**config.mk**
```make
export PLATFORM = sky130hd
export DESIGN_NAME = bnn_conv_top
export DESIGN_NICKNAME = d
export VERILOG_FILES = /design/src/bnn_conv_pkg.sv /design/src/bnn_conv_top.sv /design/src/conv_reader.sv /design/src/conv_window_array.sv /design/src/row_packer.sv
export SDC_FILE = /design/constraint.sdc
export NUM_CORES = 1
export LEC_CHECK = 0
export BUFFER_PORTS_ARGS = -buffer_cell sky130_fd_sc_hd__buf_2
export CAP_MARGIN = 15
export CORE_MARGIN = 2
export CORE_UTILIZATION = 30
export DETAILED_ROUTE_END_ITERATION = 8
export PLACE_DENSITY = 0.53
export SLEW_MARGIN = 5
export SYNTH_ARGS = -nofsm -noshare
export SYNTH_HDL_FRONTEND = slang
export SYNTH_SLANG_ARGS = --single-unit
```
**constraint.sdc**
```tcl
create_clock -name clk -period 2.87 [get_ports clk]
set_input_delay 0 -clock clk [delete_from_list [all_inputs] [get_ports clk]]
set_output_delay 0 -clock clk [all_outputs]
set_load 0.02 [all_outputs]
```
**src/bnn_conv_pkg.sv**
```systemverilog
// shared widths, constants, reader states and pipeline structs for the binary convolution engine
package bnn_conv_pkg;

	// sram address and data word
	typedef logic [11:0] mem_addr_t;
	typedef logic [15:0] mem_word_t;
	// column or bit position inside one image row
	typedef logic [3:0] col_idx_t;
	// 3x3 kernel, bit 3*r+k is row r column k
	typedef logic [8:0] kernel_t;

	// row-count word that ends a job
	localparam mem_word_t end_marker = 16'h00FF;
	// weight word that holds the kernel
	localparam mem_addr_t weight_addr = 12'h001;
	// window is fixed at 3x3
	localparam int kernel_dim = 3;
	// five or more mismatches out of nine gives a 0
	localparam int majority_limit = 5;
	// last column out of the reader to its write strobe
	localparam int drain_cycles = 3;

	typedef enum logic [3:0] {
		idle,
		read_rows,
		read_cols,
		read_weights,
		load_row0,
		load_row1,
		load_row2,
		sweep,
		fetch_row,
		shift_rows,
		drain
	} reader_state_t;

	// one window column, bits[0] is window row 0
	typedef struct packed {
		logic valid;
		logic [kernel_dim-1:0] bits;
		col_idx_t col;
		logic last;
	} conv_column_t;

	// one output bit with its position in the row word
	typedef struct packed {
		logic valid;
		logic value;
		col_idx_t idx;
		logic last;
	} conv_result_t;

endpackage

```
**src/bnn_conv_top.sv**
```systemverilog
// top level of the convolution engine, connects reader, window array and packer to the srams
module bnn_conv_top (
	input logic clk,
	input logic reset_b,
	input logic dut_run,
	output logic dut_busy,
	output bnn_conv_pkg::mem_addr_t dut_sram_read_address,
	input bnn_conv_pkg::mem_word_t sram_dut_read_data,
	output bnn_conv_pkg::mem_addr_t dut_wmem_read_address,
	input bnn_conv_pkg::mem_word_t wmem_dut_read_data,
	output bnn_conv_pkg::mem_addr_t dut_sram_write_address,
	output bnn_conv_pkg::mem_word_t dut_sram_write_data,
	output logic dut_sram_write_enable
);

	// reader to window array
	bnn_conv_pkg::conv_column_t column;
	bnn_conv_pkg::kernel_t kernel;
	logic kernel_load;
	// reader to packer
	logic job_start;
	// window array to packer
	bnn_conv_pkg::conv_result_t result;

	conv_reader u_reader (
		.clk(clk),
		.reset_b(reset_b),
		.dut_run(dut_run),
		.sram_dut_read_data(sram_dut_read_data),
		.wmem_dut_read_data(wmem_dut_read_data),
		.dut_sram_read_address(dut_sram_read_address),
		.dut_wmem_read_address(dut_wmem_read_address),
		.dut_busy(dut_busy),
		.job_start(job_start),
		.kernel_load(kernel_load),
		.kernel(kernel),
		.column(column)
	);

	conv_window_array u_window (
		.clk(clk),
		.reset_b(reset_b),
		.kernel_load(kernel_load),
		.kernel(kernel),
		.column(column),
		.result(result)
	);

	row_packer u_packer (
		.clk(clk),
		.reset_b(reset_b),
		.job_start(job_start),
		.result(result),
		.dut_sram_write_address(dut_sram_write_address),
		.dut_sram_write_data(dut_sram_write_data),
		.dut_sram_write_enable(dut_sram_write_enable)
	);

endmodule

```
**src/conv_reader.sv**
```systemverilog
// input side of the engine, walks the input sram image by image and streams window columns
module conv_reader (
	input logic clk,
	input logic reset_b,
	input logic dut_run,
	input bnn_conv_pkg::mem_word_t sram_dut_read_data,
	input bnn_conv_pkg::mem_word_t wmem_dut_read_data,
	output bnn_conv_pkg::mem_addr_t dut_sram_read_address,
	output bnn_conv_pkg::mem_addr_t dut_wmem_read_address,
	output logic dut_busy,
	output logic job_start,
	output logic kernel_load,
	output bnn_conv_pkg::kernel_t kernel,
	output bnn_conv_pkg::conv_column_t column
);

	bnn_conv_pkg::reader_state_t state;
	// three image rows under the window, row0 on top
	bnn_conv_pkg::mem_word_t row0;
	bnn_conv_pkg::mem_word_t row1;
	bnn_conv_pkg::mem_word_t row2;
	// row fetched in the gap between two sweeps
	bnn_conv_pkg::mem_word_t next_row;
	// window rows still to sweep in this image
	bnn_conv_pkg::col_idx_t rows_left;
	// cols-1 of the current image
	bnn_conv_pkg::col_idx_t last_col;
	bnn_conv_pkg::col_idx_t col_cnt;
	logic [1:0] drain_cnt;

	// FSM and counters
	// the read address always runs one word ahead of the state that consumes it
	always_ff @(posedge clk or negedge reset_b) begin
		if (!reset_b) begin
			state <= bnn_conv_pkg::idle;
			dut_busy <= 1'b0;
			dut_sram_read_address <= '0;
			dut_wmem_read_address <= '0;
			rows_left <= '0;
			last_col <= '0;
			col_cnt <= '0;
			drain_cnt <= '0;
		end else begin
			unique case (state)
				bnn_conv_pkg::idle: begin
					// run is only looked at here, pulses while busy are dropped
					if (dut_run) begin
						state <= bnn_conv_pkg::read_rows;
						dut_busy <= 1'b1;
						dut_sram_read_address <= dut_sram_read_address + 1'b1;
						dut_wmem_read_address <= bnn_conv_pkg::weight_addr;
					end
				end
				bnn_conv_pkg::read_rows: begin
					if (sram_dut_read_data == bnn_conv_pkg::end_marker) begin
						state <= bnn_conv_pkg::drain;
						drain_cnt <= 2'(bnn_conv_pkg::drain_cycles - 1);
					end else begin
						// rows-2 window rows, 16 rows wraps to 14 as wanted
						rows_left <= bnn_conv_pkg::col_idx_t'(sram_dut_read_data)
							- bnn_conv_pkg::col_idx_t'(bnn_conv_pkg::kernel_dim - 1);
						state <= bnn_conv_pkg::read_cols;
					end
				end
				bnn_conv_pkg::read_cols: begin
					last_col <= bnn_conv_pkg::col_idx_t'(sram_dut_read_data)
						- bnn_conv_pkg::col_idx_t'(1);
					dut_sram_read_address <= dut_sram_read_address + 1'b1;
					state <= bnn_conv_pkg::read_weights;
				end
				bnn_conv_pkg::read_weights: begin
					// kernel goes out on kernel_load this cycle
					dut_sram_read_address <= dut_sram_read_address + 1'b1;
					state <= bnn_conv_pkg::load_row0;
				end
				bnn_conv_pkg::load_row0: begin
					row0 <= sram_dut_read_data;
					dut_sram_read_address <= dut_sram_read_address + 1'b1;
					state <= bnn_conv_pkg::load_row1;
				end
				bnn_conv_pkg::load_row1: begin
					row1 <= sram_dut_read_data;
					// now points at the fourth row, or the next image
					dut_sram_read_address <= dut_sram_read_address + 1'b1;
					state <= bnn_conv_pkg::load_row2;
				end
				bnn_conv_pkg::load_row2: begin
					row2 <= sram_dut_read_data;
					col_cnt <= '0;
					state <= bnn_conv_pkg::sweep;
				end
				bnn_conv_pkg::sweep: begin
					col_cnt <= col_cnt + 1'b1;
					if (col_cnt == last_col) begin
						col_cnt <= '0;
						rows_left <= rows_left - 1'b1;
						if (rows_left == bnn_conv_pkg::col_idx_t'(1)) begin
							// address already sits on the next row-count word
							dut_sram_read_address <= dut_sram_read_address + 1'b1;
							state <= bnn_conv_pkg::read_rows;
						end else begin
							state <= bnn_conv_pkg::fetch_row;
						end
					end
				end
				bnn_conv_pkg::fetch_row: begin
					next_row <= sram_dut_read_data;
					dut_sram_read_address <= dut_sram_read_address + 1'b1;
					state <= bnn_conv_pkg::shift_rows;
				end
				bnn_conv_pkg::shift_rows: begin
					// move the window one image row down
					row0 <= row1;
					row1 <= row2;
					row2 <= next_row;
					state <= bnn_conv_pkg::sweep;
				end
				bnn_conv_pkg::drain: begin
					// busy drops three cycles after the marker, after the last write
					drain_cnt <= drain_cnt - 1'b1;
					if (drain_cnt == 2'd1) begin
						state <= bnn_conv_pkg::idle;
						dut_busy <= 1'b0;
						dut_sram_read_address <= '0;
					end
				end
				default: begin
					state <= bnn_conv_pkg::idle;
				end
			endcase
		end
	end

	assign job_start = (state == bnn_conv_pkg::idle) && dut_run;

	// kernel word arrives while in read_weights
	assign kernel_load = (state == bnn_conv_pkg::read_weights);
	assign kernel = bnn_conv_pkg::kernel_t'(wmem_dut_read_data);

	// one column per sweep cycle
	assign column.valid = (state == bnn_conv_pkg::sweep);
	assign column.bits = {row2[col_cnt], row1[col_cnt], row0[col_cnt]};
	assign column.col = col_cnt;
	assign column.last = (col_cnt == last_col);

endmodule

```
**src/conv_window_array.sv**
```systemverilog
// processing stage, keeps the kernel and a 3x3 window and produces one pipelined majority bit
module conv_window_array (
	input logic clk,
	input logic reset_b,
	input logic kernel_load,
	input bnn_conv_pkg::kernel_t kernel,
	input bnn_conv_pkg::conv_column_t column,
	output bnn_conv_pkg::conv_result_t result
);

	bnn_conv_pkg::kernel_t weights;
	// two earlier columns, the incoming one is the right edge
	logic [bnn_conv_pkg::kernel_dim-1:0] win_left;
	logic [bnn_conv_pkg::kernel_dim-1:0] win_mid;
	bnn_conv_pkg::kernel_t window;
	bnn_conv_pkg::kernel_t agree;
	// stage one, mismatches per kernel row
	logic [1:0] row_miss [bnn_conv_pkg::kernel_dim];
	logic s1_valid;
	bnn_conv_pkg::col_idx_t s1_idx;
	logic s1_last;
	logic [3:0] miss_sum;
	// stage two
	logic res_valid;
	logic res_value;
	bnn_conv_pkg::col_idx_t res_idx;
	logic res_last;

	// window laid out like the kernel, bit 3*r+k
	always_comb begin
		for (int r = 0; r < bnn_conv_pkg::kernel_dim; r++) begin
			window[bnn_conv_pkg::kernel_dim*r] = win_left[r];
			window[bnn_conv_pkg::kernel_dim*r + 1] = win_mid[r];
			window[bnn_conv_pkg::kernel_dim*r + 2] = column.bits[r];
		end
		agree = ~(window ^ weights);
	end

	// total mismatches over the nine pairs, at most 9
	assign miss_sum = {2'b00, row_miss[0]} + {2'b00, row_miss[1]} + {2'b00, row_miss[2]};

	// valid flags
	always_ff @(posedge clk or negedge reset_b) begin
		if (!reset_b) begin
			s1_valid <= 1'b0;
			res_valid <= 1'b0;
		end else begin
			// first full window once column 2 arrives
			s1_valid <= column.valid
				&& (column.col >= bnn_conv_pkg::col_idx_t'(bnn_conv_pkg::kernel_dim - 1));
			res_valid <= s1_valid;
		end
	end

	// kernel, window and the two pipeline stages
	always_ff @(posedge clk) begin
		if (kernel_load)
			weights <= kernel;
		if (column.valid) begin
			win_left <= win_mid;
			win_mid <= column.bits;
		end
		for (int r = 0; r < bnn_conv_pkg::kernel_dim; r++) begin
			// full adder on the three inverted matches of a row
			row_miss[r] <= {
				(~agree[3*r] & ~agree[3*r+1]) | (~agree[3*r+2] & (~agree[3*r] | ~agree[3*r+1])),
				~(agree[3*r] ^ agree[3*r+1] ^ agree[3*r+2])
			};
		end
		// index of the leftmost window column
		s1_idx <= column.col - bnn_conv_pkg::col_idx_t'(bnn_conv_pkg::kernel_dim - 1);
		s1_last <= column.last;
		res_value <= (miss_sum < 4'(bnn_conv_pkg::majority_limit));
		res_idx <= s1_idx;
		res_last <= s1_last;
	end

	assign result = '{valid: res_valid, value: res_value, idx: res_idx, last: res_last};

endmodule

```
**src/row_packer.sv**
```systemverilog
// output stage, gathers result bits into one row word and writes it to the output sram
module row_packer (
	input logic clk,
	input logic reset_b,
	input logic job_start,
	input bnn_conv_pkg::conv_result_t result,
	output bnn_conv_pkg::mem_addr_t dut_sram_write_address,
	output bnn_conv_pkg::mem_word_t dut_sram_write_data,
	output logic dut_sram_write_enable
);

	// bits of the row being built, unused high bits stay 0
	bnn_conv_pkg::mem_word_t acc;
	bnn_conv_pkg::mem_word_t row_next;
	// next free output address, runs on across images
	bnn_conv_pkg::mem_addr_t wr_cnt;
	logic row_done;

	assign row_done = result.valid && result.last;

	// accumulator with the current bit merged in
	always_comb begin
		row_next = acc;
		if (result.valid)
			row_next[result.idx] = result.value;
	end

	always_ff @(posedge clk or negedge reset_b) begin
		if (!reset_b) begin
			acc <= '0;
			wr_cnt <= '0;
			dut_sram_write_address <= '0;
			dut_sram_write_enable <= 1'b0;
		end else begin
			// one-cycle strobe right after the last bit of a row
			dut_sram_write_enable <= row_done;
			if (job_start) begin
				acc <= '0;
				wr_cnt <= '0;
			end else if (row_done) begin
				acc <= '0;
				wr_cnt <= wr_cnt + 1'b1;
				dut_sram_write_address <= wr_cnt;
			end else if (result.valid) begin
				acc <= row_next;
			end
		end
	end

	// finished word, only meaningful with the strobe
	always_ff @(posedge clk) begin
		if (row_done)
			dut_sram_write_data <= row_next;
	end

endmodule

```
# Word-level counts from Yosys, hierarchy flattened
# Memories as Yosys holds them, arrays and structs flattened.
# Cells that the tools add are included.
[word_totals]
mem_count = 1
ramBits = 6
input_bits = 35
register_bits = 181
elab_cells = 163
[mem_list]
columns = ["name", "words", "word_bits", "read_ports", "rd_clocked_by_memory_dff", "write_ports", "line", "rtl"]
rows = [
  ["u_window.row_miss", 3, 2, 3, 0, 3, "conv_window_array.sv:18", "logic [1:0] row_miss [bnn_conv_pkg::kernel_dim];"],
]
[classes]
magnitude_cmp = 5
n_addsub = 10
muxes = 39
n_eq_ne = 20
reduce_logical = 28
bitwise_logic = 33
[op_table]
columns = ["cell", "n"]
rows = [
  ["$pmux 16 s2", 3],
  ["$mux 12", 6],
  ["$mux 16", 4],
  ["$pmux 12 s4", 1],
  ["$pmux 4 s10", 1],
  ["$mux 4", 8],
  ["$add 12x1->12 const B", 2],
  ["$bwmux 16", 1],
  ["$eq 16x8->1 const B", 1],
  ["$eq 4x3->1 const B", 4],
  ["$pmux 4 s2", 2],
  ["$reduce_bool 2->1", 8],
  ["$reduce_and 2->1", 7],
  ["$not 1->1", 13],
  ["$bmux 1 s4", 3],
  ["$eq 4x4->1 const B", 3],
  ["$lt 4x5->1 const B", 2],
  ["$not 9->9", 1],
  ["$reduce_and 3->1", 3],
  ["$xor 9x9->9", 1],
  ["$eq 4x1->1 const B", 2],
  ["$eq 4x2->1 const B", 2],
  ["$ne 2x2->1 const B", 4],
  ["$sub 4x1->4 const B", 2],
  ["other kinds (26)", 51],
]

# Depth between registers and ports, before layout
# Gate-level depths: netlist (run 1).
[logic_depth]
depth_word = 9
ltp_mapped = 9
ltp_nobuf = 8

# Hierarchy
# Synthesis (run 1) repeated with hierarchy kept, for this count alone.
[unflattened]
hier_cells = 808
hier_area_um2 = 8921.1
[modules_own_cells]
columns = ["mod", "seq_area_each_um2", "instances", "area_per_inst_um2", "cells_each"]
rows = [
  ["conv_reader", 2722.6, 1, 4982.3, 480],
  ["row_packer", 1506.4, 1, 2781.4, 257],
  ["conv_window_array", 840.8, 1, 1157.4, 71],
]

# Least setup slack after synthesis (run 1)
# OpenSTA, ideal clock, no wires.
[synth_timing]
kind = "register to register"
startpoint = "reg u_reader.state[3]"
endpoint = "reg u_reader.row2[0] (enable)"
period_less_slack_ns = 3.103
arrival_ns = 2.689
required_ns = 2.456
stages_incl_launch_ff = 7
setup_slack_ns = -0.233
cell_sequence = "dfrtp_1 buf_2 buf_1 nor2b_1 nand2_1 clkbuf_1 a21boi_0"
[synth_between]
elab_chain_len = 3
elab_cells_between_ends = 4
[synth_lines]
columns = ["element", "line", "rtl"]
rows = [
  ["start: declaration", "conv_reader.sv:17", "bnn_conv_pkg::reader_state_t state;"],
  ["start signal: assignment", "conv_reader.sv:35", "state <= bnn_conv_pkg::idle;"],
  ["start signal: assignment", "conv_reader.sv:48", "state <= bnn_conv_pkg::read_rows;"],
  ["start signal: assignment", "conv_reader.sv:56", "state <= bnn_conv_pkg::drain;"],
  ["$eq 4x3->1 or $eq 4x4->1 (tied branches)", "conv_reader.sv:44", "unique case (state)"],
  ["$reduce_bool 2->1 (no line) *", "-", ""],
  ["$reduce_and 2->1 (no line) *", "-", ""],
  ["end signal: assignment", "conv_reader.sv:88", "row2 <= sram_dut_read_data;"],
  ["end signal: assignment", "conv_reader.sv:115", "row2 <= next_row;"],
  ["end: declaration", "conv_reader.sv:21", "bnn_conv_pkg::mem_word_t row2;"],
]
# Every way passes the cells marked *; elsewhere a longest branch is shown, timed or not.
# A chain may end at the register's enable or synchronous reset.

# Worst setup path in the final report (run 1)
[layout_timing]
startpoint = "reg u_reader.rows_left[0]"
endpoint = "reg u_reader.dut_sram_read_address[8]"
[layout_between]
elab_chain_len = 3
[layout_lines]
columns = ["element", "line", "rtl"]
rows = [
  ["start: declaration", "conv_reader.sv:25", "bnn_conv_pkg::col_idx_t rows_left;"],
  ["start signal: assignment", "conv_reader.sv:60", "rows_left <= bnn_conv_pkg::col_idx_t'(sram_dut_read_data)"],
  ["start signal: assignment", "conv_reader.sv:96", "rows_left <= rows_left - 1'b1;"],
  ["$eq 4x1->1", "conv_reader.sv:97", "if (rows_left == bnn_conv_pkg::col_idx_t'(1)) begin"],
  ["$ne 2x2->1 (no line)", "-", ""],
  ["$reduce_and 5->1 (no line)", "-", ""],
  ["end signal: assignment", "conv_reader.sv:84", "dut_sram_read_address <= dut_sram_read_address + 1'b1;"],
  ["end signal: assignment", "conv_reader.sv:99", "dut_sram_read_address <= dut_sram_read_address + 1'b1;"],
  ["end signal: assignment", "conv_reader.sv:108", "dut_sram_read_address <= dut_sram_read_address + 1'b1;"],
  ["end: declaration", "conv_reader.sv:8", "output bnn_conv_pkg::mem_addr_t dut_sram_read_address,"],
]
# Every way passes these cells.

==> key figures, run 1 <==
Worst setup path
  – CP arrival: ~2800 ps
  – CP max FO: 20
  – Worst path max stage delay: 500 ps
  – Crit end category: flop
  – Top delay family on crit path: simple AND/OR/NAND/NOR gates
  – CP bufs+invs: 0
  – Startpoint Class: flop
  – Req. time, crit path: roughly 3200 ps
  – Crit-path cells: ha_1, or3b_2, a22oi_1, nand4_2, o41ai_1, a21oi_1
  – Slowest cell on the critical path: or3b_2
  – Crit Path Class: flop to flop

Placement
  – Placer congestion estimate: just under 0.8
  – IO buf count: 70
  – DP Wirelength: ~12,000 um

Logic synthesis
  – YS warnings: 0
  – Cell variety after synth: 62
  – Most common flop cell mapped by yosys: edfxtp_1
  – Post-synth EDFFs: 95
  – Synth Cell Area: 8530 um2
  – Mapped Cells: ~740
  – FFs w/ async S/R, synth: 40.1%
  – Syn avg cell area: between 10 and 15 um2
  – Register area share after synthesis: between 50 and 60%
  – Register bit count reported by yosys: 187

Power
  – Max VDD drop: approximately 390 uV
  – Combinational group share of total power: 3.0%
  – Part of the power in registers: between 50% and 60%
  – Pleak: between 4 and 5 nW
  – Switching Power: between 1 and 1.5 mW
  – Clock power share: between 40% and 50%
  – Switching part of the total: between 20 and 25%
  – Cell-internal power: 4.12 mW
  – Tot Pwr: between 5 and 6 mW
  – PD cells: between 500 and 600 nW/um2

Hold path
  – Hold Crit Class: primary input to flop

Cells and area
  – Layout cell share with drive strength beyond 1: 19.1%
  – Area grow syn2layout: 19.8%
  – Antenna cells: 0
  – Fill count: ~2,800
  – Number of nets in the layout: a little over 900
  – Commonest non-fill, non-tap cell in the layout: nand2_1
  – Commonest non-fill, non-tap cells in the layout: nand2_1 (165), edfxtp_1 (95), dfrtp_1 (75)
  – Post-Route Utilization: a little under two fifths
  – Multi-input gate area: around 3100 um2
  – Register area: roughly 5000 um2

CTS
  – CTS tree: done
  – Skew-Pair Late Insertion Delay: ~430 ps
  – CTS root buffer: clkbuf_16
  – Clock Path Buffers: 2
  – Reg clk slew, reported paths: around 80 ps
  – Total CTS buffers: 17
  – Resize count post-CTS: 0
  – H-Tree Depth: 4
  – Clock Sinks: roughly 190

Timing
  – Final Skew: between 10 and 15 ps
  – Fin Hold WS: between 150 and 200 ps
  – Fin crit period: approximately 2500 ps
  – Highest Clock Rate: between 400 and 500 MHz
  – Relative slew slack: about two fifths
  – Post-route clock period utilization: approximately 86%
  – Fin. max-slew vios: 0
  – Setup TNS: 0 ps
  – # setup viols final: 0
  – Unrepaired setup endpoints after global routing: false
  – Worst Tran Pin Value: a little under 900 ps
  – Final Hold Viols: 0

Die
  – Starting Density: between 30% and 40%
  – Die Area: around 30,000 um2
  – Num ports: 89
  – # rows: 61
  – Core area: approximately 28,000 um2
  – Chip Width: roughly 170 um
  – Height of the die: roughly 170 um

Detailed routing
  – # DRC: 0
  – Antenna viol nets, final: 0
  – WL per Instance: 13.6 um
  – First-pass detailed-route iteration total: 4
  – DRT iter0 DRCs: between 200 and 300
  – Post-Route WL: 16,900 um
  – Vias per cell: approximately 4.4
  – Vias: between 5,000 and 6,000

Global routing
  – First-pass GRT wire length: ~28,000 um
  – Gr usage total: roughly an eighth
  – Remaining global-route overflow: 0
  – Initial antenna violation count: 0
  – Largest net degree at the start of global routing: 68
  – Vias in the first global route: roughly 5,300

Outcome
  – Outcome: completed

Run
  – Max Cap Viol: 0
[kinds of logic after synthesis]
group / synth area share (%)
simple gates: 15.5
xor+xnor: 2.86
fa+ha+maj: 3.52
mux: 7.88
other cells: 0.0440
buf+inv: 4.43
compound gates: 6.29
flops: 59.4
[state kept, by name (all words and copies together) (netlist names), 6 cells and up]
register and flops:
u_reader.row1 16, u_reader.next_row 16, u_packer.wr_cnt 12, u_packer.dut_sram_write_address 12, u_reader.row2 16, u_window.row_miss 6, u_reader.dut_sram_read_address 12, u_window.weights 9
u_reader.row0 16, u_packer.acc 16, u_packer.dut_sram_write_data 16
[repair_timing]
item | 4_1_cts | 5_1_grt
hold buffers | 27 | 0
endpoints found under the setup margin | 0 | 0
endpoints found under the hold margin | 89 | 0
buffers inserted | 0 | 0
[final cells by class]
| type | instances | area share, % |
|---|---|---|
| flip-flops and latches | 187 | 49.6 |
| multi-input cells | 482 | 30.6 |
| repair buffers | 118 | 7.76 |
| well taps | 378 | 4.63 |
| clock buffers | 17 | 4.16 |
| inverters | 45 | 1.65 |
| clock inverters | 15 | 1.52 |
[through the flow]
step	std cells	instance area [um2]	worst slack [ps]
3_5_place_dp	1182	9360	386
4_1_cts	1241	10200	373
5_1_grt	1242	10200	174
2_1_floorplan	752	8570	58.4
6_report	1242	10200	389
3_3_place_gp	1182	9360	410
[cells in the mapped netlist (3+ instances only)]
cell type / number / area share [%]
nand2_1: 165 / 7.3
edfxtp_1: 95 / 33
dfrtp_1: 75 / 22
inv_1: 43 / 1.9
o21ai_0: 41 / 2.4
nor2_1: 39 / 1.7
a21oi_1: 26 / 1.5
mux2i_1: 18 / 2.1
dfxtp_1: 17 / 4.0
clkbuf_1: 16 / 0.70
ha_1: 16 / 2.3
xnor2_1: 14 / 1.4
mux2_2: 13 / 1.7
mux4_2: 13 / 3.4
xor2_1: 12 / 1.2
buf_4: 11 / 0.97
nor2b_1: 11 / 0.81
nand2b_1: 9 / 0.66
nor3_1: 9 / 0.53
or3_1: 9 / 0.66
buf_2: 8 / 0.47
nand4_1: 8 / 0.59
nand3_1: 6 / 0.35
and3_1: 5 / 0.37
fa_1: 5 / 1.2
nand3b_1: 5 / 0.44
or2_2: 4 / 0.29
nand4bb_1: 3 / 0.40
o41ai_1: 3 / 0.31
[path summary, 6_finish.rpt]
path	startpoint	endpoint	slack, ps	cells past startpoint
max	u_reader.rows_left[0]	u_reader.dut_sram_read_address[8]	390	6
min	dut_run	u_reader.state[0]	170	5
max reg2reg	u_reader.rows_left[0]	u_reader.dut_sram_read_address[8]	390	6
min reg2reg	u_window.s1_idx[3]	u_window.res_idx[3]	330	0
max in group asynchronous	reset_b	u_reader.last_col[2]	1840	3
min in group asynchronous	reset_b	u_reader.dut_sram_read_address[10]	440	3
[power groups by stage]
stage               registers [mW]  clock network [mW]  logic [mW]
floorplan                     2.88                   0      0.0722
detailed placement            2.88                   0       0.131
CTS                           2.83                2.40       0.161
finish                        2.83                2.33       0.157
global route                  2.83                2.51       0.179
global placement              2.88                   0       0.128
[metal layers]
| metal | wire length [um] | part of all wire, % | vias up | global-route usage [%] |
|---|---|---|---|---|
| met5 | 0 | 0 | - | 0 |
| met4 | 245 | 1.4 | 0 | 3.95 |
| met3 | 474 | 2.8 | 20 | 2.22 |
| met2 | 8050 | 48 | 80 | 19.1 |
| met1 | 8130 | 48 | 2616 | 15.8 |
| li1 | - | - | 2763 | - |
[worst reg2reg max path: stages (launching register included)]
cell and delay (ps):
dfrtp_1 450, ha_1 170, or3b_2 500, a22oi_1 240
nand4_2 410, o41ai_1 480, a21oi_1 110
No activity file was read; power rests on OpenSTA's default activity.
==> run 2: changes to the inputs <==
- PLACE_DENSITY: 0.53 -> 0.46
==> key figures, run 2 (synthesis results as in run 1) <==
Worst setup path
  – Worst Reg-to-Reg Cells: 6 (unchanged)
  – Startpoint Class: flop
  – Worst R2R Setup Slack: 410 ps (+20 ps)
  – Worst flop-to-flop path endpoint: u_window.row_miss[0][4]
  – Crit Path Class: flop to flop
  – Crit end category: flop
  – CP arrival: 2790 ps (about the same)
  – CP max FO: 19 (-5.0%)
  – R2r startpoint: u_reader.col_cnt[0]
  – Req. time, crit path: 3200 ps (+30 ps)

Hold path
  – Hold path start: dut_run
  – Hold Path End: u_reader.state[0]
  – Hold Path Depth: 5 (unchanged)
  – Hold Crit Class: primary input to flop

Placement
  – IO buf count: 70 (unchanged)
  – DP Wirelength: 12,000 um (+2.3%)
  – Setup WS pre-CTS: 393 ps (+7.06 ps)
  – Placer congestion estimate: 0.772 (-0.36%)

Die
  – Core area: 27,900 um2 (unchanged)
  – Height of the die: 173 um (unchanged)
  – Num ports: 89 (unchanged)
  – Die Area: 29,800 um2 (unchanged)
  – Starting Density: 30.6% (unchanged)
  – Chip Width: 173 um (unchanged)
  – # rows: 61 (unchanged)

Timing
  – Worst Tran Pin Value: 853 ps (-20.6 ps)
  – Final Hold Viols: 0 (unchanged)
  – Post-route clock period utilization: 85.8% (-0.67 points)
  – Relative slew slack: 43.1% (+1.4 points)
  – Unrepaired setup endpoints after global routing: false
  – Fin crit period: 2460 ps (-19.3 ps)
  – Final Skew: 16.9 ps (+4.06 ps)
  – Setup TNS: 0 ps (unchanged)
  – # setup viols final: 0 (unchanged)
  – Fin. max-slew vios: 0 (unchanged)
  – Highest Clock Rate: 406 MHz (+0.79%)
  – Final worst slack: 409 ps (+19.3 ps)

Global routing
  – Gr usage total: 12.4% (+0.58 points)
  – Initial antenna violation count: 0 (unchanged)
  – Remaining global-route overflow: 0 (unchanged)
  – First-pass GRT wire length: 29,400 um (+4.5%)
  – Vias in the first global route: 5,521 (+4.7%)
  – Largest net degree at the start of global routing: 65 (-4.4%)

Detailed routing
  – Vias: 5,496 (+0.31%)
  – Vias per cell: 4.42 (+0.23%)
  – # DRC: 0 (unchanged)
  – Antenna viol nets, final: 0 (unchanged)
  – DRT iter0 DRCs: 306 (+17%)
  – Post-Route WL: 17,400 um (+3.1%)
  – WL per Instance: 14.0 um (+3.0%)
  – First-pass detailed-route iteration total: 5 (+1)

Cells and area
  – Antenna cells: 0 (unchanged)
  – Number of nets in the layout: 908 (+0.11%)
  – Commonest non-fill, non-tap cell in the layout: nand2_1
  – Post-Route Utilization: 36.8% (+0.094 points)
  – Commonest non-fill, non-tap cells in the layout: nand2_1 (165), edfxtp_1 (95), dfrtp_1 (75)
  – Layout cell share with drive strength beyond 1: 19.2% (+0.094 points)
  – Area grow syn2layout: 20.1%

CTS
  – Cts hold-fix bufs: 27 (unchanged)
  – Clock Path Buffers: 2 (unchanged)
  – Post-CTS Setup Inserts: 0 (unchanged)
  – Skew-Pair Late Insertion Delay: 430 ps (about the same)
  – CTS tree: done
  – Total CTS buffers: 17 (unchanged)
  – H-Tree Depth: 4 (unchanged)
  – CTS root buffer: clkbuf_16
  – Resize count post-CTS: 0 (unchanged)
  – Reg clk slew, reported paths: 70 ps (about the same)
  – Clock Sinks: 187 (unchanged)

Run
  – Max Cap Viol: 0 (unchanged)

Power
  – Pleak: 4.26 nW (+0.11%)
  – Max VDD drop: 344 uV (-12%)
  – Tot Pwr: 5.36 mW (+0.89%)
  – PD cells: 524 nW/um2 (+0.63%)

Outcome
  – Outcome: completed
run 2: final cells by class:
class,count,area [um2]
clock buffer,18,429
clock inverter,14,170
fill,2790,17600
inverter,45,169
multi-input combinational,482,3130
sequential,187,5070
tap,378,473
timing repair buffer,119,801
run 2: routing by layer:
layer	GRT usage (%)	share of wire [%]
met1	17.0	50
met2	19.6	46
met3	2.55	2.6
met4	3.77	1.1
met5	0	0
run 2: worst max path at each step:
stage | from | end | cells past startpoint
final | u_reader.col_cnt[0] | u_window.row_miss[0][4] | 6
after CTS | u_reader.col_cnt[0] | u_window.row_miss[0][4] | 6
after detailed placement | u_reader.col_cnt[0] | u_window.row_miss[0][4] | 6
after floorplan | u_reader.state[3] | u_reader.row0[0] | 5
after global routing | u_reader.rows_left[0] | u_reader.dut_sram_read_address[10] | 6
after global placement | u_reader.col_cnt[0] | u_window.row_miss[0][4] | 6
run 2: critical path, stage by stage, from the launching register on:
cell and delay, ps:
dfrtp_1 380, buf_12 190, mux4_1 590, mux4_2 520
xnor2_1 160, fa_1 480, inv_1 30
run 2: where the power goes:
part | switching, mW | internal, mW
sequential | 0.00757 | 2.82
combinational | 0.0923 | 0.0636
clock | 1.13 | 1.25
run 2: per-stage QoR:
step                      cell area, um2  hold WS [ps]  instances
after global placement              9370          -102       1183
after global routing               10200           212       1243
after detailed placement            9370          -105       1183
after CTS                          10200           156       1242
after floorplan                     8570          -296        752
final                              10200           184       1243
==> run 3: changes to the inputs <==
- PLACE_DENSITY: 0.46 -> 0.44
- REMOVE_ABC_BUFFERS: unset -> 1
- clock period: 2.87 -> 2.4 ns (I/O delays scaled with it)
==> key figures, run 3 (synthesis results as in run 1) <==
Timing
  – Setup TNS: 0 ps (unchanged)
  – Unrepaired setup endpoints after global routing: true
  – Fin crit period: 2390 ps (-73.3 ps)
  – Relative slew slack: 49.2% (+6.1 points)
  – Final worst slack: 12.0 ps (-397 ps)
  – Fin. max-slew vios: 0 (unchanged)
  – Worst Tran Pin Value: 760 ps (-93.4 ps)
  – Highest Clock Rate: 419 MHz (+3.1%)
  – Final Hold Viols: 0 (unchanged)
  – Final Skew: 16.9 ps (+0.0766 ps)
  – Post-route clock period utilization: 99.5% (+14 points)
  – # setup viols final: 0 (unchanged)

CTS
  – Clock Path Buffers: 2 (unchanged)
  – Reg clk slew, reported paths: 70 ps (about the same)
  – CTS root buffer: clkbuf_16
  – Skew-Pair Late Insertion Delay: 430 ps (about the same)
  – H-Tree Depth: 4 (unchanged)
  – CTS tree: done
  – Total CTS buffers: 17 (unchanged)
  – Clock Sinks: 187 (unchanged)

Worst setup path
  – Crit Path Class: flop to flop
  – Crit end category: flop
  – Crit-path cells: buf_6, mux4_2, mux4_2, xnor2_1, fa_1, inv_1
  – CP arrival: 2710 ps (-80 ps)
  – Most frequent CP cell: mux4_2
  – Top delay family on crit path: multiplexers
  – Req. time, crit path: 2730 ps (-470 ps)
  – CP bufs+invs: 2 (unchanged)
  – Startpoint Class: flop
  – Slowest cell on the critical path: mux4_2
  – Worst path max stage delay: 510 ps (-80 ps)
  – CP max FO: 7 (-12)

Die
  – Chip Width: 173 um (unchanged)
  – Num ports: 89 (unchanged)
  – Starting Density: 30.6% (unchanged)
  – # rows: 61 (unchanged)
  – Core area: 27,900 um2 (unchanged)
  – Height of the die: 173 um (unchanged)
  – Die Area: 29,800 um2 (unchanged)

Outcome
  – Outcome: completed

Placement
  – IO buf count: 70 (unchanged)
  – Placer congestion estimate: 0.764 (-1.1%)
  – DP Wirelength: 12,900 um (+7.9%)
  – Setup WS pre-CTS: -25.8 ps (-419 ps)

Detailed routing
  – First-pass detailed-route iteration total: 4 (-1)
  – WL per Instance: 14.7 um (+4.9%)
  – Post-Route WL: 18,500 um (+6.1%)
  – Vias per cell: 4.43 (+0.29%)
  – Antenna viol nets, final: 0 (unchanged)
  – # DRC: 0 (unchanged)
  – Vias: 5,574 (+1.4%)
  – DRT iter0 DRCs: 318 (+3.9%)

Global routing
  – Initial antenna violation count: 0 (unchanged)
  – Gr usage total: 12.8% (+0.49 points)
  – First-pass GRT wire length: 30,500 um (+3.8%)
  – Remaining global-route overflow: 0 (unchanged)
  – Largest net degree at the start of global routing: 62 (-4.6%)
  – Vias in the first global route: 5,562 (+0.74%)

Cells and area
  – Commonest non-fill, non-tap cell in the layout: nand2_1
  – Post-Route Utilization: 37.3% (+0.50 points)
  – Fill count: 2,768 (-0.79%)
  – Commonest non-fill, non-tap cells in the layout: nand2_1 (165), edfxtp_1 (95), dfrtp_1 (75)
  – Area grow syn2layout: 21.7%
  – Layout cell share with drive strength beyond 1: 20.9% (+1.7 points)
  – Number of nets in the layout: 922 (+1.5%)
  – Antenna cells: 0 (unchanged)

Power
  – Pleak: 4.33 nW (+1.6%)
  – PD cells: 613 nW/um2 (+17%)
  – Max VDD drop: 436 uV (+27%)

Hold path
  – Hold Crit Class: primary input to flop

Run
  – Max Cap Viol: 0 (unchanged)
run 3: worst min-delay path: stages:
cell	delay [ps]
buf_2	100
nor4_1	60
a22oi_1	210
o31ai_1	120
nand2_1	60
run 3: timing repair:
action	in CTS	in global routing
resized for setup	4	2
hold buffers	27	0
hold endpoints to repair	141	0
buffers inserted	0	0
pin swaps	1	1
setup endpoints to repair	2	14
gates cloned	0	0
run 3: final cells by class:
cell class | instances | area (um2) | share of cell area (%)
timing repair buffer | 133 | 951 | 9.16
inverter | 45 | 169 | 1.63
tap | 378 | 473 | 4.56
clock buffer | 18 | 429 | 4.13
multi-input combinational | 482 | 3140 | 30.3
sequential | 187 | 5070 | 48.8
clock inverter | 14 | 146 | 1.41
run 3: path summary, 6_finish.rpt:
check | start | to | slack (ps) | depth (start not counted)
max | u_reader.col_cnt[0] | u_window.row_miss[0][0] | 10 | 6
min reg2reg | u_window.s1_idx[1] | u_window.res_idx[1] | 330 | 0
max in group asynchronous | reset_b | u_reader.last_col[3] | 1100 | 3
min in group asynchronous | reset_b | u_packer.acc[10] | 200 | 3
max reg2reg | u_reader.col_cnt[0] | u_window.row_miss[0][0] | 10 | 6
min | dut_run | u_reader.state[0] | 160 | 5
run 3: routing by layer:
metal  track usage (%)  share of wire, %  up-vias
li1                  -                 -     2800
met1              18.1                49     2652
met2              19.8                46      109
met3              2.62               3.5       13
met4              3.95               1.2        0
met5                 0                 0        -
run 3: through the flow:
step / hold WS [ps] / instances / total power [mW] / area, um2
after floorplan: -296 / 714 / 3.52 / 8360
after global placement: -79.9 / 1197 / 3.61 / 9510
after detailed placement: -86.5 / 1197 / 3.62 / 9510
after CTS: 139 / 1256 / 6.46 / 10400
after global routing: 215 / 1257 / 6.60 / 10400
final: 157 / 1257 / 6.37 / 10400
run 3: where the power goes:
group	leakage [nW]	switching [mW]	internal (mW)
clock network	0.281	1.39	1.40
registers	1.94	0.00678	3.37
logic	2.11	0.118	0.0823
total	4.33	1.51	4.86
